--- src/logic/core_pkg.sv ---
`default_nettype none

package core_pkg;

  localparam int XLEN        = 32;
  localparam int IMEM_AWIDTH = 10;
  localparam int DMEM_AWIDTH = 10;

  typedef logic [XLEN-1:0]        word_t;
  typedef logic [4:0]             reg_addr_t;
  typedef logic [IMEM_AWIDTH-1:0] imem_addr_t;
  typedef logic [DMEM_AWIDTH-1:0] dmem_addr_t;

  localparam word_t       RESET_PC   = 32'h0000_0000;
  localparam logic [11:0] CSR_TOHOST = 12'h51E;

  // RV32I major opcodes
  localparam logic [6:0] OP_LUI    = 7'b0110111;
  localparam logic [6:0] OP_AUIPC  = 7'b0010111;
  localparam logic [6:0] OP_JAL    = 7'b1101111;
  localparam logic [6:0] OP_JALR   = 7'b1100111;
  localparam logic [6:0] OP_BRANCH = 7'b1100011;
  localparam logic [6:0] OP_LOAD   = 7'b0000011;
  localparam logic [6:0] OP_STORE  = 7'b0100011;
  localparam logic [6:0] OP_IMM    = 7'b0010011;
  localparam logic [6:0] OP_REG    = 7'b0110011;
  localparam logic [6:0] OP_SYSTEM = 7'b1110011;

  // ALU function is {inst[30], funct3}
  localparam logic [3:0] ALU_ADD  = 4'b0000;
  localparam logic [3:0] ALU_SUB  = 4'b1000;
  localparam logic [3:0] ALU_SLL  = 4'b0001;
  localparam logic [3:0] ALU_SLT  = 4'b0010;
  localparam logic [3:0] ALU_SLTU = 4'b0011;
  localparam logic [3:0] ALU_XOR  = 4'b0100;
  localparam logic [3:0] ALU_SRL  = 4'b0101;
  localparam logic [3:0] ALU_SRA  = 4'b1101;
  localparam logic [3:0] ALU_OR   = 4'b0110;
  localparam logic [3:0] ALU_AND  = 4'b0111;

  // Operand selects
  localparam logic [1:0] SRC_A_RS1  = 2'd0;
  localparam logic [1:0] SRC_A_PC   = 2'd1;
  localparam logic [1:0] SRC_A_ZERO = 2'd2;
  localparam logic [1:0] SRC_B_RS2  = 2'd0;
  localparam logic [1:0] SRC_B_IMM  = 2'd1;
  localparam logic [1:0] SRC_B_FOUR = 2'd2;

  localparam logic WB_ALU = 1'b0;
  localparam logic WB_MEM = 1'b1;

  typedef struct packed {
    logic [3:0] alu_func;
    logic [1:0] alu_src_a;
    logic [1:0] alu_src_b;
    logic       reg_we;
    logic       mem_we;
    logic       mem_rd;
    logic       wb_sel;
    logic       csr_we;
    logic       csr_imm;    // Take zimm instead of rs1
    reg_addr_t  rd;
  } ex_ctrl_t;

  typedef struct packed {
    ex_ctrl_t ctrl;
    word_t    pc;
    word_t    rs1_data;
    word_t    rs2_data;
    word_t    imm;
  } id_ex_t;

  typedef struct packed {
    logic      reg_we;
    reg_addr_t rd;
    logic      wb_sel;
    word_t     result;
  } ex_wb_t;

endpackage

`default_nettype wire

--- src/logic/reg_file.sv ---
`timescale 1ns/1ps
`default_nettype none

module reg_file (
  input  wire logic         clk,
  input  wire logic         arst_n,
  input  core_pkg::reg_addr_t rs1_addr,
  input  core_pkg::reg_addr_t rs2_addr,
  output core_pkg::word_t   rs1_data,
  output core_pkg::word_t   rs2_data,
  input  wire logic         we,
  input  core_pkg::reg_addr_t rd_addr,
  input  core_pkg::word_t   rd_data
);

  core_pkg::word_t regs [32];
  logic            wr_en;

  assign wr_en = we && (rd_addr != '0);  // x0 never written

  always_ff @(posedge clk or negedge arst_n) begin
    if (!arst_n) begin
      for (int i = 0; i < 32; i++) begin
        regs[i] <= '0;
      end
    end else if (wr_en) begin
      regs[rd_addr] <= rd_data;
    end
  end

  // Write-through so ID sees the value retiring this cycle
  assign rs1_data = (wr_en && rd_addr == rs1_addr) ? rd_data : regs[rs1_addr];
  assign rs2_data = (wr_en && rd_addr == rs2_addr) ? rd_data : regs[rs2_addr];

endmodule

`default_nettype wire

--- config.mk ---
export PLATFORM = sky130hd
export DESIGN_NAME = reg_file
export DESIGN_NICKNAME = d
export VERILOG_FILES = /design/src/logic/core_pkg.sv /design/src/logic/reg_file.sv
export SDC_FILE = /design/constraint.sdc
export NUM_CORES = 2
export LEC_CHECK = 0
export BUFFER_PORTS_ARGS = -buffer_cell sky130_fd_sc_hd__buf_4
export CORE_UTILIZATION = 30
export CTS_CLUSTER_SIZE = 25
export DETAILED_ROUTE_END_ITERATION = 8
export GPL_TIMING_DRIVEN = 0
export PLACE_DENSITY_LB_ADDON = 0.2
export SYNTH_ARGS = -nofsm -noshare
export SYNTH_HDL_FRONTEND = slang
export SYNTH_SLANG_ARGS = --single-unit
--- constraint.sdc ---
create_clock -name clk -period 3.9 [get_ports clk]
set_input_delay 0.585 -clock clk [delete_from_list [all_inputs] [get_ports clk]]
set_output_delay 0.585 -clock clk [all_outputs]
set_load 0.05 [all_outputs]
==> metrics.md <==
| Metric | Value |
|---|---|
| Status | finished with violations |
| Violated checks | DRC, capacitance limit, slew limit, setup timing |
| Num ports | 114 |
| Clock skew | 0 ps |
| Area of the multi-input gates | 25,900 um^2 |
| Top cell type's share of synthesized area | 47.9% |
| Leak | 26.2 nW |
| Clock Tree Buf Depth | 3 |
| Worst VDD drop | 0.341 mV |
| Worst skew pair latency | 750 ps |
| H-tree depth | 3 |
| Root Buffer Master | clkbuf_16 |
| Syn Nets | 3,533 |
| Top flop regs | regs x1024 |
| Crit path top cell by count | buf_2 |
| F_max | 248 MHz |
| Initial antenna violation count | 25 |
| Synth Flop Type | dfrtp_1 |
| Die area | 180,000 um^2 |
| Number of synthesized flops with an enable pin | 0 |
| # fillers | 17,248 |
| Hold Path Class | primary input to flop |
| Wirelength per Cell | 36.3 um |
| PwrDens | 522 nW/um^2 |
| Post-DP HPWL | 150,000 um |
| Post-layout worst setup margin | -136 ps |
| Final Hold Fails | 0 |
| Die Ht | 424 um |
| Initial Utilization | 30.3% |
| Share of cells above drive strength 1 | 43.7% |
| Critical Path Source Type | primary input |
| CTS tree | yes |
| Via count | 35,961 |
| Crit path largest cell delay | 550 ps |
| Data arrival, critical path | 3450 ps |
| Hold EP | regs[57]$_DFFE_PN0P_ |
| Final worst path period need | 4040 ps |
| GPL Wtd Cong | 0.876 |
| Count of final setup violators | 10 |
| Grt total ovfl | 0 |
| Worst-path clk slew | 60 ps |
| Max-cap viol count | 5 |
| Ys Warns | 0 |
| Cell variety after synth | 41 |
| Synth area leaders | dfrtp_1 48%, mux4_2 22%, mux2_2 13%, mux2_1 7.6%, o22ai_1 2.9% |
| Cell accounting for the most synthesized area | dfrtp_1 |
| Final count of pins violating max slew | 44 |
| R2R Path Start | regs[763]$_DFFE_PN0P_ |
| DRT antenna net count | 0 |
| DRT iter0 DRCs | 3,812 |
| Vias per Instance | 5.82 |
| Vias in the first global route | 36,774 |
| HP Start | rd_data[25] |
| IO Port Bufs | 104 |
| Placed cell count | 5,935 |
| Worst rel slew slack | -3.45% |
| Finished Layout Cells | 6,175 |
| Total Nets Final | 3,768 |
| Worst-path maximum fanout | 10 |
| WP buf/inv | 4 |
| CP required | 3310 ps |
| Register area | 25,600 um^2 |
| Fin crit share | 103% |
| Gr usage total | 24.9% |
| Async S/R FF share, synth | 100% |
| Worst Tran Pin Value | 1550 ps |
| Mean post-synth cell area | 15.3 um^2 |
| CTS buffer count | 116 |
| Cells after Synth | 3,483 |
| CP delay by family, top | buffers and inverters |
| R2R depth | 1 |
| Critical-path top delay cell | or4_1 |
| Clk sinks | 1,024 |
| First-pass GRT wire length | 309,000 um |
| Row cnt | 154 |
| Worst hold stages | 2 |
| Critical path origin | rs2_addr[1] |
| Post-Syn Area | 53,400 um^2 |
| Final WL | 224,000 um |
| Seq/Total Area, Yosys | 47.9% |
| RSZ-0062 raised after global routing | no |
| Cells along the critical path | buf_2, buf_2, buf_2, mux4_2, o22ai_1, or4_1, o21ai_1, buf_4 |
| Die width | 424 um |
| Crit. End Element | primary output |
| Most flop-heavy register | regs |
| FF-to-FF setup slack | 3050 ps |
| Worst hold slack | 94.9 ps |
| Core ar. | 176,000 um^2 |
| Critical R2R Capture | regs[763]$_DFFE_PN0P_ |
| Layout area overhead | 15.4% |
| Setup CP Type | primary input to primary output |
| Largest net degree at the start of global routing | 164 |
| Max FFs per register | 1,024 |
| Yosys reg bits | 1,024 |
| TritonRoute pass-1 iters | 9 |
| # DRC | 12 |
## worst max-delay path by stage
stage | end | cells after the start
floorplan | rs2_data[29] | 7
global placement | regs[216]$_DFFE_PN0P_ | 1
detailed placement | rs2_data[31] | 9
CTS | rs1_data[26] | 8
global route | rs2_data[29] | 9
finish | rs2_data[10] | 8
## Yosys cell counts, types with 3 or more instances
cell	count
nand2_1	83
xnor2_1	6
clkbuf_1	220
mux2_2	630
nor3b_1	4
nand3_1	10
nand3b_1	7
nor2b_1	3
buf_6	17
o22ai_1	248
mux2i_1	6
nor2_1	22
or4_1	62
buf_2	87
buf_4	36
dfrtp_1	1024
o21ai_1	62
or3_1	3
mux2_1	363
buf_1	51
mux4_2	511
xor2_1	4
## metrics by stage
step,setup slack [ps],total power [W],TNS (ps),cell area (um^2),util [%]
floorplan,637,0.0185,0,53400,-
global placement,-11030,0.0207,-,57200,32.4
detailed placement,-1010,0.0209,-31730,57400,32.5
CTS,2.39,0.0323,0,61600,34.9
global route,2.02,0.0333,0,61600,34.9
finish,-136,0.0322,-460,61700,34.9
## where the power goes
part	switching, W	leakage, nW	internal (W)
clock	0.00484	1.92	0.00649
combinational	0.00315	11.2	0.00364
sequential	0.00140	13.1	0.0126
total	0.00939	26.2	0.0228
## metal layers
metal  part of all wire (%)  track usage (%)  wire (um)  vias to the layer above
met2                     47             39.4     105000                     1589
met3                    7.6             5.12      17000                      418
met1                     40             32.3      90700                    19816
met5                 0.0045                0         10                        -
li1                       -                -          -                    14136
met4                    5.0             12.4      11300                        2
## layout make-up
cell class,instances,share of cell area (%)
clock inverters,27,0.489
diodes,20,0.0812
well taps,2340,4.75
plain buffers,412,3.49
clock buffers,188,5.84
flip-flops and latches,1024,41.6
repair buffers,117,1.71
inverters,3,0.0183
multi-input cells,2044,42.1
## cell usage in the layout, fill, tap and decap left out, drive strengths merged, types with 2 or more instances in the layout
master         Yosys  routed
diode              0      20
mux2i              6       6
clkinv             0      18
mux4             511     511
or4               62      62
nand2             83      83
buf              191     308
bufinv             0       3
xnor2              6       6
o21ai             62      62
nor3b              4       4
nor2b              3       3
and2               2       2
clkdlybuf4s15      0       2
or3b               2       2
nand3             10      10
mux2             993     993
inv                3       6
a211oi             2       2
a221oi             2       2
clkbuf           221     406
clkinvlp           0       3
nor2              22      22
xor2               4       4
nor4               2       2
or3                3       3
nand3b             7       7
o22ai            248     248
dfrtp           1024    1024
## cell families after synthesis
group | Yosys count | synth area share, %
buffers and inverters | 415 | 3.62
and+or+nand+nor | 204 | 2.07
AOI/OAI and AO/OA | 320 | 3.64
xor gates and xnor gates | 10 | 0.164
muxes | 1510 | 42.6
DFF | 1024 | 47.9
## repair_timing
item	in CTS	in global routing
pin swaps	1	0
hold endpoints to repair	96	0
cloned	0	0
hold buffers	1	0
setup buffers	3	0
resized for setup	113	8
setup endpoints to repair	63	6
(Power assumes the default switching activity.)
