File: src/logic/core_pkg.sv
`default_nettype none

package core_pkg;

  localparam int XLEN        = 32;
  localparam int IMEM_AWIDTH = 10;
  localparam int DMEM_AWIDTH = 10;

  typedef logic [XLEN-1:0]        word_t;
  typedef logic [4:0]             reg_addr_t;
  typedef logic [IMEM_AWIDTH-1:0] imem_addr_t;
  typedef logic [DMEM_AWIDTH-1:0] dmem_addr_t;

  localparam word_t       RESET_PC   = 32'h0000_0000;
  localparam logic [11:0] CSR_TOHOST = 12'h51E;

  // RV32I major opcodes
  localparam logic [6:0] OP_LUI    = 7'b0110111;
  localparam logic [6:0] OP_AUIPC  = 7'b0010111;
  localparam logic [6:0] OP_JAL    = 7'b1101111;
  localparam logic [6:0] OP_JALR   = 7'b1100111;
  localparam logic [6:0] OP_BRANCH = 7'b1100011;
  localparam logic [6:0] OP_LOAD   = 7'b0000011;
  localparam logic [6:0] OP_STORE  = 7'b0100011;
  localparam logic [6:0] OP_IMM    = 7'b0010011;
  localparam logic [6:0] OP_REG    = 7'b0110011;
  localparam logic [6:0] OP_SYSTEM = 7'b1110011;

  // ALU function is {inst[30], funct3}
  localparam logic [3:0] ALU_ADD  = 4'b0000;
  localparam logic [3:0] ALU_SUB  = 4'b1000;
  localparam logic [3:0] ALU_SLL  = 4'b0001;
  localparam logic [3:0] ALU_SLT  = 4'b0010;
  localparam logic [3:0] ALU_SLTU = 4'b0011;
  localparam logic [3:0] ALU_XOR  = 4'b0100;
  localparam logic [3:0] ALU_SRL  = 4'b0101;
  localparam logic [3:0] ALU_SRA  = 4'b1101;
  localparam logic [3:0] ALU_OR   = 4'b0110;
  localparam logic [3:0] ALU_AND  = 4'b0111;

  // Operand selects
  localparam logic [1:0] SRC_A_RS1  = 2'd0;
  localparam logic [1:0] SRC_A_PC   = 2'd1;
  localparam logic [1:0] SRC_A_ZERO = 2'd2;
  localparam logic [1:0] SRC_B_RS2  = 2'd0;
  localparam logic [1:0] SRC_B_IMM  = 2'd1;
  localparam logic [1:0] SRC_B_FOUR = 2'd2;

  localparam logic WB_ALU = 1'b0;
  localparam logic WB_MEM = 1'b1;

  typedef struct packed {
    logic [3:0] alu_func;
    logic [1:0] alu_src_a;
    logic [1:0] alu_src_b;
    logic       reg_we;
    logic       mem_we;
    logic       mem_rd;
    logic       wb_sel;
    logic       csr_we;
    logic       csr_imm;    // Take zimm instead of rs1
    reg_addr_t  rd;
  } ex_ctrl_t;

  typedef struct packed {
    ex_ctrl_t ctrl;
    word_t    pc;
    word_t    rs1_data;
    word_t    rs2_data;
    word_t    imm;
  } id_ex_t;

  typedef struct packed {
    logic      reg_we;
    reg_addr_t rd;
    logic      wb_sel;
    word_t     result;
  } ex_wb_t;

endpackage

`default_nettype wire

File: src/logic/execute_stage.sv
`timescale 1ns/1ps
`default_nettype none

module execute_stage (
  input  wire logic           clk,
  input  wire logic           arst_n,
  input  core_pkg::id_ex_t    id_ex,
  output core_pkg::word_t     alu_result,
  output core_pkg::dmem_addr_t dmem_addr,
  output logic                dmem_we,
  output core_pkg::word_t     dmem_wdata,
  output core_pkg::word_t     csr,
  output logic                csr_we,
  output logic                is_load
);

  core_pkg::word_t op_a, op_b, alu_out;
  logic [4:0]      shamt;

  always_comb begin
    case (id_ex.ctrl.alu_src_a)
      core_pkg::SRC_A_PC:   op_a = id_ex.pc;
      core_pkg::SRC_A_ZERO: op_a = '0;
      default:              op_a = id_ex.rs1_data;
    endcase
    case (id_ex.ctrl.alu_src_b)
      core_pkg::SRC_B_IMM:  op_b = id_ex.imm;
      core_pkg::SRC_B_FOUR: op_b = 32'd4;
      default:              op_b = id_ex.rs2_data;
    endcase
  end

  assign shamt = op_b[4:0];

  always_comb begin
    case (id_ex.ctrl.alu_func)
      core_pkg::ALU_SUB:  alu_out = op_a - op_b;
      core_pkg::ALU_SLL:  alu_out = op_a << shamt;
      core_pkg::ALU_SLT:  alu_out = {31'b0, $signed(op_a) < $signed(op_b)};
      core_pkg::ALU_SLTU: alu_out = {31'b0, op_a < op_b};
      core_pkg::ALU_XOR:  alu_out = op_a ^ op_b;
      core_pkg::ALU_SRL:  alu_out = op_a >> shamt;
      core_pkg::ALU_SRA:  alu_out = core_pkg::word_t'($signed(op_a) >>> shamt);
      core_pkg::ALU_OR:   alu_out = op_a | op_b;
      core_pkg::ALU_AND:  alu_out = op_a & op_b;
      default:            alu_out = op_a + op_b;
    endcase
  end

  // CSR instructions return the old tohost value
  assign alu_result = id_ex.ctrl.csr_we ? csr : alu_out;

  assign dmem_addr  = alu_out[core_pkg::DMEM_AWIDTH+1:2];  // Word address
  assign dmem_we    = id_ex.ctrl.mem_we;
  assign dmem_wdata = id_ex.rs2_data;
  assign is_load    = id_ex.ctrl.mem_rd;

  // tohost register
  always_ff @(posedge clk or negedge arst_n) begin
    if (!arst_n) begin
      csr    <= '0;
      csr_we <= 1'b0;
    end else begin
      csr_we <= id_ex.ctrl.csr_we;
      if (id_ex.ctrl.csr_we) begin
        csr <= id_ex.ctrl.csr_imm ? id_ex.imm : id_ex.rs1_data;
      end
    end
  end

endmodule

`default_nettype wire

File: config.mk
export PLATFORM = sky130hd
export DESIGN_NAME = execute_stage
export DESIGN_NICKNAME = d
export VERILOG_FILES = /design/src/logic/core_pkg.sv /design/src/logic/execute_stage.sv
export SDC_FILE = /design/constraint.sdc
export NUM_CORES = 1
export LEC_CHECK = 0
export ABC_CLOCK_PERIOD_IN_PS = 4900
export BUFFER_PORTS_ARGS = -buffer_cell sky130_fd_sc_hd__buf_4
export CAP_MARGIN = 20
export CORE_ASPECT_RATIO = 0.75
export CORE_MARGIN = 4
export CORE_UTILIZATION = 52
export DETAILED_ROUTE_END_ITERATION = 16
export MAX_ROUTING_LAYER = met4
export PLACE_DENSITY_LB_ADDON = 0.1
export SYNTH_ARGS = -nofsm -noshare
export SYNTH_HDL_FRONTEND = slang
export SYNTH_SLANG_ARGS = --single-unit
File: constraint.sdc
create_clock -name clk -period 4.9 [get_ports clk]
set_input_delay 0.245 -clock clk [delete_from_list [all_inputs] [get_ports clk]]
set_output_delay 0.245 -clock clk [all_outputs]
set_load 0.01 [all_outputs]
==> results by group <==
Yosys
  – Mean Syn Cell Area: 6.987 um^2
  – Async set-or-reset flop fraction in the synthesized netlist: 100.0%
  – Most common flop cell mapped by yosys: dfrtp_1
  – Mapped Cells: 1616
  – Synth Cell Area: 11290 um^2
  – #FFs+latches synth: 33
  – Synth Net Count: 1867
  – Sequential area share after synthesis: 7.314%
  – Synth Warn #: 0
  – Post-synth EDFFs: 0
  – Library cells used by synthesis: 82

Floorplan
  – Die area: 24160 um^2
  – Placement Rows: 46
  – Top Ports: 258
  – Core Area: 21240 um^2
  – Die height: 135.6 um
  – Die width: 178.2 um
  – Initial Util: 53.16%

Cells and area
  – Area Growth Syn to Fin: 20.43%
  – Commonest non-fill, non-tap cell in the layout: buf_4
  – Most frequent cells in the layout: buf_4, a21oi_1, nor2_1, mux2i_1, nand2_1
  – Final design area excluding fillers: 13600 um^2
  – Layout cells sized above 1: 22.42%
  – NumNets Final: 2044

Timing
  – Worst-Margin Slew: 0.8895 ns
  – Worst hold slack: 0.2416 ns
  – Achievable Freq: 0.2087 GHz
  – RSZ-0062 raised after global routing: yes
  – Slew Limit Fails: 0
  – Final hold vios: 0
  – Slew headroom: 40.48%
  – Min Tclk post-route: 4.792 ns
  – Setup TNS: 0 ns
  – Period utilization: 97.79%
  – Clk_skew: 0 ns
  – Final setup fails: 0

Worst hold path
  – HP Class: primary input to flip-flop

Detailed routing
  – Via Count: 14484
  – DR vias/cell: 6.957
  – Wire per inst: 25.99 um
  – Drt drc: 0
  – Remaining antenna violation count: 0
  – 1st-iter DRT viols: 2895
  – WL final: 54110 um
  – First-pass iteration count of the detailed router: 7

Worst setup path
  – Required time worst endpoint: 4.66 ns
  – Type of origin of the critical path: primary input
  – Max FO, Critical Path: 8
  – Critical Path End Type: output port
  – Critical path arrival: 4.55 ns
  – Critical path class: primary input to output port

Power and ir drop
  – Int Pwr: 1526 uW
  – Sequential Power Share: 10.2%
  – Lkg Pwr: 0.006286 uW
  – Clk pwr share: 12.5%
  – Max VDD drop: 0.1289 mV
  – Power per cell area: 240.2 nW/um^2
  – Comb pwr share: 77.3%
  – Net Sw Frac: 53.28%
  – Sw Pwr: 1741 uW

Global routing
  – Largest net degree at the start of global routing: 67
  – Initial antenna violation count: 1
  – First-pass GRT wire length: 80030 um
  – Number of global-route vias before repair: 13223
  – Total congestion overflow: 0
  – Overall Global Routing Usage: 43.90%

Clock network
  – Postcts setup bufs: 0
  – Clock buffer depth: 2
  – Worst skew pair latency: 0.30 ns
  – Root Buffer: clkbuf_16
  – Worst-path clk slew: 0.08 ns
  – CTS tree: yes
  – Total clock sinks: 33
  – Htree depth: 2
  – CTS buffer count: 5

Status
  – Outcome: complete, no violations

Place
  – Placed Area: 13380 um^2
  – I/O Buffers: 246
  – Placer congestion estimate: 1.160
  – DP Wirelength: 42670 um

Flow run
  – Max Cap Violations: 0
-- cell usage after synthesis (8+ instances only) --
| cell | count | area, um^2 |
|---|---|---|
| a211oi_1 | 30 | 225.2 |
| a21o_1 | 19 | 142.6 |
| a21oi_1 | 170 | 850.8 |
| a221o_1 | 10 | 100.1 |
| a221oi_1 | 33 | 289.0 |
| a22o_1 | 57 | 499.2 |
| a22oi_1 | 14 | 105.1 |
| a2bb2oi_1 | 9 | 78.83 |
| a31oi_1 | 10 | 62.56 |
| buf_1 | 14 | 52.55 |
| buf_2 | 21 | 105.1 |
| buf_4 | 40 | 300.3 |
| clkbuf_1 | 85 | 319.1 |
| dfrtp_1 | 33 | 825.8 |
| ha_1 | 100 | 1251 |
| inv_1 | 102 | 382.9 |
| mux2_2 | 21 | 236.5 |
| mux2i_1 | 147 | 1471 |
| nand2_1 | 115 | 431.7 |
| nand2b_1 | 17 | 106.4 |
| nand3_1 | 34 | 170.2 |
| nor2_1 | 151 | 566.8 |
| nor2b_1 | 13 | 81.33 |
| nor3_1 | 30 | 150.1 |
| nor4_1 | 9 | 56.30 |
| o211ai_1 | 15 | 112.6 |
| o21ai_0 | 95 | 475.5 |
| o21bai_1 | 9 | 67.56 |
| o221ai_1 | 15 | 131.4 |
| o22ai_1 | 22 | 137.6 |
| o31ai_1 | 8 | 60.06 |
| xnor2_1 | 19 | 166.4 |
-- metrics by stage --
step / setup WS, ns / util [%] / std cells / power, uW
after floorplan: 0.1838 / - / 1616 / 1832
after global placement: 0.1383 / 63.02 / 2073 / 2686
after detailed placement: 0.02112 / 63.02 / 2073 / 2717
after CTS: 0.01506 / 63.82 / 2081 / 3131
after global routing: -0.04536 / 64.03 / 2082 / 3402
final: 0.1082 / 64.03 / 2082 / 3267
-- flip-flops by register name, indices dropped and copies added, names as in the netlist --
name and cells:
csr_we 1, csr 32
-- what timing repair did --
action	in CTS	in global routing
gates resized for setup	0	13
hold buffers	1	0
hold endpoints to repair	33	0
endpoints found under the setup margin	0	11
-- final cells by class --
type,count,area [um^2]
multi-input combinational,1315,9320
clock buffer,5,125.1
tap,288,360.3
sequential,33,825.8
antenna,1,2.502
timing repair buffer,335,2542
fill,1938,7640
inverter,103,386.6
clock inverter,2,35.03
-- power groups by stage --
stage	logic (uW)	clock network [uW]	registers, uW
global placement	2350	0	337
global route	2650	415	337
finish	2530	408	333
CTS	2390	405	332
detailed placement	2380	0	337
floorplan	1490	0	339
-- critical path, cell delays in order --
cell and delay (ns):
buf_4 0.10, inv_1 0.05, ha_2 0.31, nor2b_2 0.22
a22o_1 0.31, inv_1 0.11, ha_1 0.22, inv_1 0.09
fa_1 0.23, nand2b_1 0.09, a211o_1 0.31, a21oi_1 0.40
o41a_1 0.35, a211oi_2 0.14, o21a_1 0.27, o2bb2ai_2 0.19
o21ai_0 0.27, a21oi_1 0.11, o32a_1 0.35, buf_4 0.15
-- per-layer routing --
| metal | wire [um] | global-route usage (%) | up-vias | part of all wire, % |
|---|---|---|---|---|
| met3 | 9411 | 15.07 | 159 | 17 |
| met4 | 1815 | 10.30 | 0 | 3.4 |
| met5 | 0 | - | - | 0 |
| met2 | 21520 | 60.54 | 1357 | 40 |
| met1 | 21360 | 61.32 | 6644 | 39 |
| li1 | - | - | 6324 | - |
-- worst paths after layout --
check / to / depth (start not counted) / slack [ns] / from
min reg2reg: csr[8] / 2 / 0.56 / csr[8]
max reg2reg: csr[4] / 2 / 4.08 / csr[4]
min: csr[8] / 3 / 0.24 / id_ex[72]
min in group asynchronous: csr[3] / 2 / 0.45 / arst_n
max: alu_result[0] / 20 / 0.11 / id_ex[142]
max in group asynchronous: csr[1] / 2 / 4.05 / arst_n
-- cells by family (layout without fill, tap and decap cells) --
group                    count (synthesis)  after routing  share of synthesized area (%)
AO/OA/AOI/OAI                          603            603                          36.38
XOR/XNOR                                23             23                          1.784
adder cells (fa/ha/maj)                102            102                          11.44
buffers and inverters                  268            445                          10.80
flip-flops                              33             33                          7.314
multiplexers                           170            170                          15.46
other                                    0              1                              0
AND/OR/NAND/NOR                        417            417                          16.82
Power figures use the tool's default switching activity.
