<file path="src/logic/core_pkg.sv">
`default_nettype none

package core_pkg;

  localparam int XLEN        = 32;
  localparam int IMEM_AWIDTH = 10;
  localparam int DMEM_AWIDTH = 10;

  typedef logic [XLEN-1:0]        word_t;
  typedef logic [4:0]             reg_addr_t;
  typedef logic [IMEM_AWIDTH-1:0] imem_addr_t;
  typedef logic [DMEM_AWIDTH-1:0] dmem_addr_t;

  localparam word_t       RESET_PC   = 32'h0000_0000;
  localparam logic [11:0] CSR_TOHOST = 12'h51E;

  // RV32I major opcodes
  localparam logic [6:0] OP_LUI    = 7'b0110111;
  localparam logic [6:0] OP_AUIPC  = 7'b0010111;
  localparam logic [6:0] OP_JAL    = 7'b1101111;
  localparam logic [6:0] OP_JALR   = 7'b1100111;
  localparam logic [6:0] OP_BRANCH = 7'b1100011;
  localparam logic [6:0] OP_LOAD   = 7'b0000011;
  localparam logic [6:0] OP_STORE  = 7'b0100011;
  localparam logic [6:0] OP_IMM    = 7'b0010011;
  localparam logic [6:0] OP_REG    = 7'b0110011;
  localparam logic [6:0] OP_SYSTEM = 7'b1110011;

  // ALU function is {inst[30], funct3}
  localparam logic [3:0] ALU_ADD  = 4'b0000;
  localparam logic [3:0] ALU_SUB  = 4'b1000;
  localparam logic [3:0] ALU_SLL  = 4'b0001;
  localparam logic [3:0] ALU_SLT  = 4'b0010;
  localparam logic [3:0] ALU_SLTU = 4'b0011;
  localparam logic [3:0] ALU_XOR  = 4'b0100;
  localparam logic [3:0] ALU_SRL  = 4'b0101;
  localparam logic [3:0] ALU_SRA  = 4'b1101;
  localparam logic [3:0] ALU_OR   = 4'b0110;
  localparam logic [3:0] ALU_AND  = 4'b0111;

  // Operand selects
  localparam logic [1:0] SRC_A_RS1  = 2'd0;
  localparam logic [1:0] SRC_A_PC   = 2'd1;
  localparam logic [1:0] SRC_A_ZERO = 2'd2;
  localparam logic [1:0] SRC_B_RS2  = 2'd0;
  localparam logic [1:0] SRC_B_IMM  = 2'd1;
  localparam logic [1:0] SRC_B_FOUR = 2'd2;

  localparam logic WB_ALU = 1'b0;
  localparam logic WB_MEM = 1'b1;

  typedef struct packed {
    logic [3:0] alu_func;
    logic [1:0] alu_src_a;
    logic [1:0] alu_src_b;
    logic       reg_we;
    logic       mem_we;
    logic       mem_rd;
    logic       wb_sel;
    logic       csr_we;
    logic       csr_imm;    // Take zimm instead of rs1
    reg_addr_t  rd;
  } ex_ctrl_t;

  typedef struct packed {
    ex_ctrl_t ctrl;
    word_t    pc;
    word_t    rs1_data;
    word_t    rs2_data;
    word_t    imm;
  } id_ex_t;

  typedef struct packed {
    logic      reg_we;
    reg_addr_t rd;
    logic      wb_sel;
    word_t     result;
  } ex_wb_t;

endpackage

`default_nettype wire

</file>
<file path="src/logic/decode_stage.sv">
`timescale 1ns/1ps
`default_nettype none

module decode_stage (
  input  core_pkg::word_t     inst,
  input  wire logic           inst_valid,
  input  core_pkg::word_t     pc,
  input  core_pkg::word_t     rs1_data,
  input  core_pkg::word_t     rs2_data,
  input  core_pkg::ex_wb_t    ex_fwd,
  input  wire logic           ex_is_load,
  input  core_pkg::reg_addr_t wb_rd,
  input  wire logic           wb_we,
  input  core_pkg::word_t     wb_data,
  output core_pkg::reg_addr_t rs1_addr,
  output core_pkg::reg_addr_t rs2_addr,
  output core_pkg::id_ex_t    id_ex,
  output logic                redirect,
  output core_pkg::word_t     target,
  output logic                stall
);

  logic [6:0]         opcode;
  logic [2:0]         funct3;
  core_pkg::word_t    imm_i, imm_s, imm_b, imm_u, imm_j;
  core_pkg::word_t    imm;
  core_pkg::ex_ctrl_t ctrl;
  logic               legal, uses_rs1, uses_rs2;
  logic               is_branch, is_jal, is_jalr;
  logic               taken, active;
  core_pkg::word_t    op1, op2, jalr_sum;

  assign opcode   = inst[6:0];
  assign funct3   = inst[14:12];
  assign rs1_addr = inst[19:15];
  assign rs2_addr = inst[24:20];

  assign imm_i = {{20{inst[31]}}, inst[31:20]};
  assign imm_s = {{20{inst[31]}}, inst[31:25], inst[11:7]};
  assign imm_b = {{19{inst[31]}}, inst[31], inst[7], inst[30:25], inst[11:8], 1'b0};
  assign imm_u = {inst[31:12], 12'b0};
  assign imm_j = {{11{inst[31]}}, inst[31], inst[19:12], inst[20], inst[30:21], 1'b0};

  always_comb begin
    ctrl      = '0;
    imm       = '0;
    legal     = 1'b0;
    uses_rs1  = 1'b0;
    uses_rs2  = 1'b0;
    is_branch = 1'b0;
    is_jal    = 1'b0;
    is_jalr   = 1'b0;
    case (opcode)
      core_pkg::OP_REG: begin
        legal          = 1'b1;
        uses_rs1       = 1'b1;
        uses_rs2       = 1'b1;
        ctrl.alu_func  = {inst[30], funct3};
        ctrl.reg_we    = 1'b1;
      end
      core_pkg::OP_IMM: begin
        legal          = 1'b1;
        uses_rs1       = 1'b1;
        imm            = imm_i;
        ctrl.alu_func  = {(funct3 == 3'b101) && inst[30], funct3};  // Only SRAI uses bit 30
        ctrl.alu_src_b = core_pkg::SRC_B_IMM;
        ctrl.reg_we    = 1'b1;
      end
      core_pkg::OP_LOAD: begin
        legal          = (funct3 == 3'b010);  // LW only
        uses_rs1       = 1'b1;
        imm            = imm_i;
        ctrl.alu_src_b = core_pkg::SRC_B_IMM;
        ctrl.reg_we    = 1'b1;
        ctrl.mem_rd    = 1'b1;
        ctrl.wb_sel    = core_pkg::WB_MEM;
      end
      core_pkg::OP_STORE: begin
        legal          = (funct3 == 3'b010);  // SW only
        uses_rs1       = 1'b1;
        uses_rs2       = 1'b1;
        imm            = imm_s;
        ctrl.alu_src_b = core_pkg::SRC_B_IMM;
        ctrl.mem_we    = 1'b1;
      end
      core_pkg::OP_BRANCH: begin
        legal     = (funct3[2:1] != 2'b01);
        uses_rs1  = 1'b1;
        uses_rs2  = 1'b1;
        imm       = imm_b;
        is_branch = 1'b1;
      end
      core_pkg::OP_JAL: begin
        legal          = 1'b1;
        imm            = imm_j;
        ctrl.alu_src_a = core_pkg::SRC_A_PC;   // Link is pc + 4
        ctrl.alu_src_b = core_pkg::SRC_B_FOUR;
        ctrl.reg_we    = 1'b1;
        is_jal         = 1'b1;
      end
      core_pkg::OP_JALR: begin
        legal          = (funct3 == 3'b000);
        uses_rs1       = 1'b1;
        imm            = imm_i;
        ctrl.alu_src_a = core_pkg::SRC_A_PC;
        ctrl.alu_src_b = core_pkg::SRC_B_FOUR;
        ctrl.reg_we    = 1'b1;
        is_jalr        = 1'b1;
      end
      core_pkg::OP_LUI: begin
        legal          = 1'b1;
        imm            = imm_u;
        ctrl.alu_src_a = core_pkg::SRC_A_ZERO;
        ctrl.alu_src_b = core_pkg::SRC_B_IMM;
        ctrl.reg_we    = 1'b1;
      end
      core_pkg::OP_AUIPC: begin
        legal          = 1'b1;
        imm            = imm_u;
        ctrl.alu_src_a = core_pkg::SRC_A_PC;
        ctrl.alu_src_b = core_pkg::SRC_B_IMM;
        ctrl.reg_we    = 1'b1;
      end
      core_pkg::OP_SYSTEM: begin
        // CSRRW and CSRRWI to tohost with the old value going to rd
        legal        = (inst[31:20] == core_pkg::CSR_TOHOST) && (funct3[1:0] == 2'b01);
        uses_rs1     = !funct3[2];
        imm          = {27'b0, inst[19:15]};
        ctrl.csr_we  = 1'b1;
        ctrl.csr_imm = funct3[2];
        ctrl.reg_we  = 1'b1;
      end
      default: begin
      end
    endcase
    ctrl.rd = inst[11:7];
  end

  // EX first, then write-back, then the register file
  function automatic core_pkg::word_t fwd(core_pkg::reg_addr_t addr, core_pkg::word_t rf);
    core_pkg::word_t val;
    val = rf;
    if (addr != '0 && wb_we && wb_rd == addr) begin
      val = wb_data;
    end
    if (addr != '0 && ex_fwd.reg_we && ex_fwd.wb_sel == core_pkg::WB_ALU &&
        ex_fwd.rd == addr) begin
      val = ex_fwd.result;
    end
    return val;
  endfunction

  always_comb begin
    op1 = fwd(rs1_addr, rs1_data);
    op2 = fwd(rs2_addr, rs2_data);
  end

  // Load data is not ready until write-back
  assign stall = inst_valid && legal && ex_is_load && (ex_fwd.rd != '0) &&
                 ((uses_rs1 && rs1_addr == ex_fwd.rd) || (uses_rs2 && rs2_addr == ex_fwd.rd));
  assign active = inst_valid && legal && !stall;

  always_comb begin
    case (funct3)
      3'b000:  taken = (op1 == op2);
      3'b001:  taken = (op1 != op2);
      3'b100:  taken = ($signed(op1) < $signed(op2));
      3'b101:  taken = ($signed(op1) >= $signed(op2));
      3'b110:  taken = (op1 < op2);
      3'b111:  taken = (op1 >= op2);
      default: taken = 1'b0;
    endcase
  end

  assign jalr_sum = op1 + imm;
  assign target   = is_jalr ? {jalr_sum[31:1], 1'b0} : pc + imm;
  assign redirect = active && (is_jal || is_jalr || (is_branch && taken));

  assign id_ex.ctrl     = active ? ctrl : '0;  // Bubble otherwise
  assign id_ex.pc       = pc;
  assign id_ex.rs1_data = op1;
  assign id_ex.rs2_data = op2;
  assign id_ex.imm      = imm;

endmodule

`default_nettype wire

</file>
<file path="config.mk">
export PLATFORM = sky130hd
export DESIGN_NAME = decode_stage
export DESIGN_NICKNAME = d
export VERILOG_FILES = /design/src/logic/core_pkg.sv /design/src/logic/decode_stage.sv
export SDC_FILE = /design/constraint.sdc
export NUM_CORES = 1
export LEC_CHECK = 0
export BUFFER_PORTS_ARGS = -buffer_cell sky130_fd_sc_hd__buf_4
export CAP_MARGIN = 10
export CORE_AREA = 2 2 153 155
export DETAILED_ROUTE_END_ITERATION = 16
export DIE_AREA = 0 0 155 157
export PLACE_DENSITY = 0.6
export SYNTH_ARGS = -nofsm -noshare
export SYNTH_HDL_FRONTEND = slang
export SYNTH_SLANG_ARGS = --single-unit
</file>
<file path="constraint.sdc">
create_clock -name vclk -period 11.01
set_clock_uncertainty 0.15 [all_clocks]
set_input_delay 1.101 -clock vclk [all_inputs]
set_output_delay 1.101 -clock vclk [all_outputs]
set_load 0.02 [all_outputs]
</file>
==> out/qor.yml, run 1 <==
criticalPathCategory: "in -> out"
rsz0062_at_grt: "false"
busiest_layer: "met2"
syn_area_sq_um: 7060
ys_types: 70
tightest_slew_ns: 0.910
routedWlPerCell_um: 20.7
synth.most_common_cell: "nand2_1"
met2_usage_pct: 44.8
met3_usage_pct: 2.86
status: "completed"
path_cells: "buf_4 > or4_4 > o211ai_2 > nor2_4 > buf_4 > mux2i_1 > o21ai_0 > ha_1 > a21oi_1 > o21ai_0 > a2111o_1 > a31oi_1 > a211o_1 > nand4b_1 > a221oi_2 > o21ai_1 > a221oi_2 > xor2_1 > mux2i_1 > buf_4"
dr.pass1.iters: 5
crit_path_top_delay_cell: "or4_4"
regArea_sq_um: 0
slew_violations: 0
synth_top_cell_by_area: "ha_1"
drive_gt1_share_pct: 31.8
port_buffers: 398
worst_slew_margin_rel_pct: 38.7
slowest_delay_ns: 0.55
fin_crit_sh_pct: 67.6
drt_iter0_markers: 655
worstHoldPathCells: 2
seq_area_frac_synth_pct: 0
n_clock_buffer: 0
nets: 1662
cts_resized: 0
drc: 0
setup_violations: 0
worstPathMaxFanout: 31
avgSynthCellArea_sq_um: 6.82
grtUsageTotal_pct: 25.4
fin_crit_ns: 7.44
gp_congestion: 0.967
fill_cells: 2414
die_w_um: 155
synthCells: 1035
cp_common_cell: "buf_4"
synth_common_cells: "nand2_1, ha_1, o21ai_0"
cts_hold_buffers: 0
clock.fmax_ghz: 0.134
totalWireLength_um: 34100
vdd_ir_drop_max_mv: 0.0201
grt_pass1_vias: 8376
utilization_pct: 44.6
die_h_um: 157
seq_cell_count: 0
ys_warn_count: 0
globalRoute.totalOverflow: 0
synth.top_cell.area_share_pct: 16.5
use_met1_pct: 33.8
initial_utilization_pct: 31.4
critPathCaptureType: "output port"
ios: 398
num_vias: 8940
cp.required_ns: 9.76
core-area_sq_um: 22500
synthesis.nets: 1337
ant_nets: 0
cp.arrival_ns: 6.19
p_leak_nw: 5.04
grt_max_degree: 65
synth_area_leaders: "ha_1, mux2i_1, a21o_1, o21ai_0, nand2_1"
startpoint_type: "primary input"
min_from: "pc[11]"
drv_cap: 0
via_per_inst: 5.44
grt_pass1_wl_um: 48500
p_per_area_nw_per_um2: 39.8
post_cts_buffers: 0
holdPathEnd: "id_ex[107]"
die_area_sq_um: 24300
finalSetupTns_ns: 0
diodes: 0
area_growth_pct: 42.0
antenna_found_initial: 1
final_hold_viol_count: 0
hp-class: "in -> out"
dp_hpwl_um: 28800
rows: 55
-- how the worst max path moves through the flow --
stage | from | endpoint | slack, ns | cells past startpoint
6_report | inst[19] | target[30] | 3.57 | 20
5_1_grt | inst[18] | redirect | 3.15 | 19
4_1_cts | inst[18] | redirect | 3.56 | 19
3_5_place_dp | inst[19] | redirect | 3.57 | 19
3_3_place_gp | inst[19] | redirect | 3.59 | 19
2_1_floorplan | inst[15] | target[30] | 3.95 | 19
-- metrics by stage --
step | hold WS, ns | power [mW] | instances | worst slack [ns] | cell area (sq um)
2_1_floorplan | 2.16 | 0.222 | 1035 | 3.95 | 7060
3_3_place_gp | 2.26 | 0.395 | 1643 | 3.59 | 10000
3_5_place_dp | 2.26 | 0.396 | 1643 | 3.57 | 10000
4_1_cts | 2.27 | 0.398 | 1643 | 3.56 | 10000
5_1_grt | 2.27 | 0.429 | 1643 | 3.15 | 10000
6_report | 2.26 | 0.400 | 1643 | 3.57 | 10000
-- report_power, final --
part           total (mW)  switching (mW)  internal (mW)  leakage [nW]
registers               0               0              0             0
logic               0.400           0.222          0.177          5.04
clock network           0               0              0             0
total               0.400           0.222          0.177          5.04
-- worst max-delay path: cells and delay by family --
family                     cells  cell delay [ns]
muxes                          2             0.30
xor gates and xnor gates       1             0.20
adders and majority gates      1             0.39
AOI/OAI and AO/OA             10             2.82
buffers and inverters          3             0.64
and+or+nand+nor                3             0.72
-- layout by cell type (no fill, tap or decap), types with 5 or more instances in the layout --
cell | Yosys | final
ha_1 | 93 | 93
and3_1 | 11 | 11
a211oi_1 | 8 | 8
a21o_1 | 59 | 59
a21oi_1 | 74 | 74
a31oi_1 | 7 | 7
o21a_1 | 40 | 40
nor2_1 | 54 | 52
inv_1 | 55 | 55
nand2b_1 | 12 | 12
nand4_1 | 16 | 16
nand3_1 | 20 | 20
mux2i_1 | 68 | 68
nor2b_1 | 20 | 20
and2_1 | 14 | 14
nor3_1 | 20 | 18
nand2_1 | 112 | 112
o21ai_0 | 86 | 86
or3_1 | 10 | 10
a2111oi_0 | 6 | 5
o211ai_1 | 6 | 6
buf_4 | 43 | 409
xnor2_1 | 41 | 41
xor2_1 | 32 | 32
o21bai_1 | 7 | 7
-- cells by family after synthesis --
group	count (synthesis)	share of synthesized area (%)
xor gates and xnor gates	73	9.06
muxes	70	9.96
and+or+nand+nor	314	21.8
AOI/OAI and AO/OA	342	32.3
buffers and inverters	141	9.84
adders and majority gates	95	17.0
-- cell type report --
class                      instances  area [sq um]  area share (%)
tap                              285           357            3.56
multi-input combinational        894          6390            63.8
timing repair buffer             409          3070            30.6
inverter                          55           206            2.06
-- routing by layer --
metal	routed length, um	share of wire, %
met4	535	1.6
met3	2360	6.9
met2	16600	49
met1	14600	43
met5	13	0.038
Note: power is estimated with default switching activity, not from simulation.
==> run 2: changes to the inputs <==
Settings changed: CORE_AREA 2 2 153 155 to 2 2 154 156, DIE_AREA 0 0 155 157 to 0 0 156 158, PLACE_DENSITY 0.6 to 0.59.
Clock period 11.01 ns to 7.5 ns, I/O delays scaled along.
==> run 2 against run 1 <==
Compared with the run above: global-route usage is 0.15 points lower; non-clock buffer count is 17 higher; combinational power is 49% higher; wire length is 0.97% lower; clock-buffer cell count stayed put; sequential share of layout area stayed put; core utilization is 0.48 points lower; power is 49% higher; cell count is 1.3% higher; critical path depth is 1 lower; highest routed layer is now met4.
==> out/qor.yml, run 2 (same netlist as run 1, synthesis figures left out) <==
status: "completed"
fill_cells: 2442
rsz0062_at_grt: "false"
critPathCaptureType: "output port"
dr.pass1.iters: 5
vdd_ir_drop_max_mv: 0.0273
post_cts_buffers: 0
final_common_cell: "buf_4"
p_per_area_nw_per_um2: 58.4
cts_resized: 0
fin_crit_sh_pct: 88.8
finalSetupTns_ns: 0
rows: 56
clock.fmax_ghz: 0.150
ant_nets: 0
globalRoute.totalOverflow: 0
antenna_found_initial: 0
final_hold_viol_count: 0
gp_congestion: 0.971
cp.arrival_ns: 5.76
seq_cell_count: 0
num_vias: 8917
mostFrequentLayoutCells: "buf_4, nand2_1, ha_1"
drive_gt1_share_pct: 32.7
setup_violations: 0
grt_max_degree: 42
grt_pass1_vias: 8510
multiInputGateArea_sq_um: 6390
die_h_um: 158
p_leak_nw: 5.13
grt_pass1_wl_um: 48500
startpoint_type: "primary input"
slew_violations: 0
criticalPathCategory: "in -> out"
die_w_um: 156
n_clock_buffer: 0
utilization_pct: 44.1
cp.required_ns: 6.60
fin_crit_ns: 6.66
grtUsageTotal_pct: 25.3
drc: 0
dp_hpwl_um: 29200
area_growth_pct: 43.9
initial_utilization_pct: 30.6
cts_hold_buffers: 0
drt_iter0_markers: 571
worst_slew_margin_rel_pct: 36.9
worstPathMaxFanout: 29
ios: 398
port_buffers: 398
regArea_sq_um: 0
drv_cap: 0
diodes: 0
core-area_sq_um: 23100
routedWlPerCell_um: 20.3
via_per_inst: 5.36
hp-class: "in -> out"
totalWireLength_um: 33800
nets: 1679
die_area_sq_um: 24600
tightest_slew_ns: 0.936
run 2: through the flow:
stage,setup slack [ns],std cells,instance area (sq um),power (mW),hold WS (ns)
final,0.842,1665,10200,0.594,1.56
after global routing,0.585,1665,10200,0.639,1.56
after CTS,0.918,1665,10200,0.593,1.56
after detailed placement,0.949,1665,10200,0.590,1.56
after global placement,0.893,1665,10200,0.590,1.56
after floorplan,1.15,1035,7060,0.326,1.46
run 2: layer usage:
| metal | global-route usage (%) | routed length (um) |
|---|---|---|
| met1 | 33.0 | 14300 |
| met2 | 44.4 | 16200 |
| met3 | 3.86 | 2560 |
| met4 | 4.67 | 640 |
| met5 | 0 | 0 |
run 2: path summary, 6_finish.rpt:
| check | from | endpoint | depth (start not counted) |
|---|---|---|---|
| max | inst[19] | target[30] | 19 |
| min | pc[30] | id_ex[126] | 2 |
run 2: area by class of cell:
class	count	share of cell area [%]
inverter	55	2.03
multi-input combinational	894	62.9
tap	290	3.57
timing repair buffer	426	31.5
run 2: where the power goes:
group / switching (mW) / internal (mW)
clock: 0 / 0
combinational: 0.328 / 0.266
sequential: 0 / 0
total: 0.328 / 0.266
run 2: worst max-delay path: stages:
cell and delay (ns):
buf_4 0.15, or4_4 0.54, nor2_1 0.20, nor3_2 0.06
buf_4 0.22, o21ai_0 0.69, ha_1 0.42, a21oi_1 0.18
o21ai_0 0.13, a2111o_1 0.44, a31oi_1 0.32, a211o_1 0.21
nand4b_1 0.13, a221oi_2 0.40, o21ai_1 0.18, a221oi_2 0.27
xor2_1 0.10, mux2i_1 0.19, buf_4 0.18
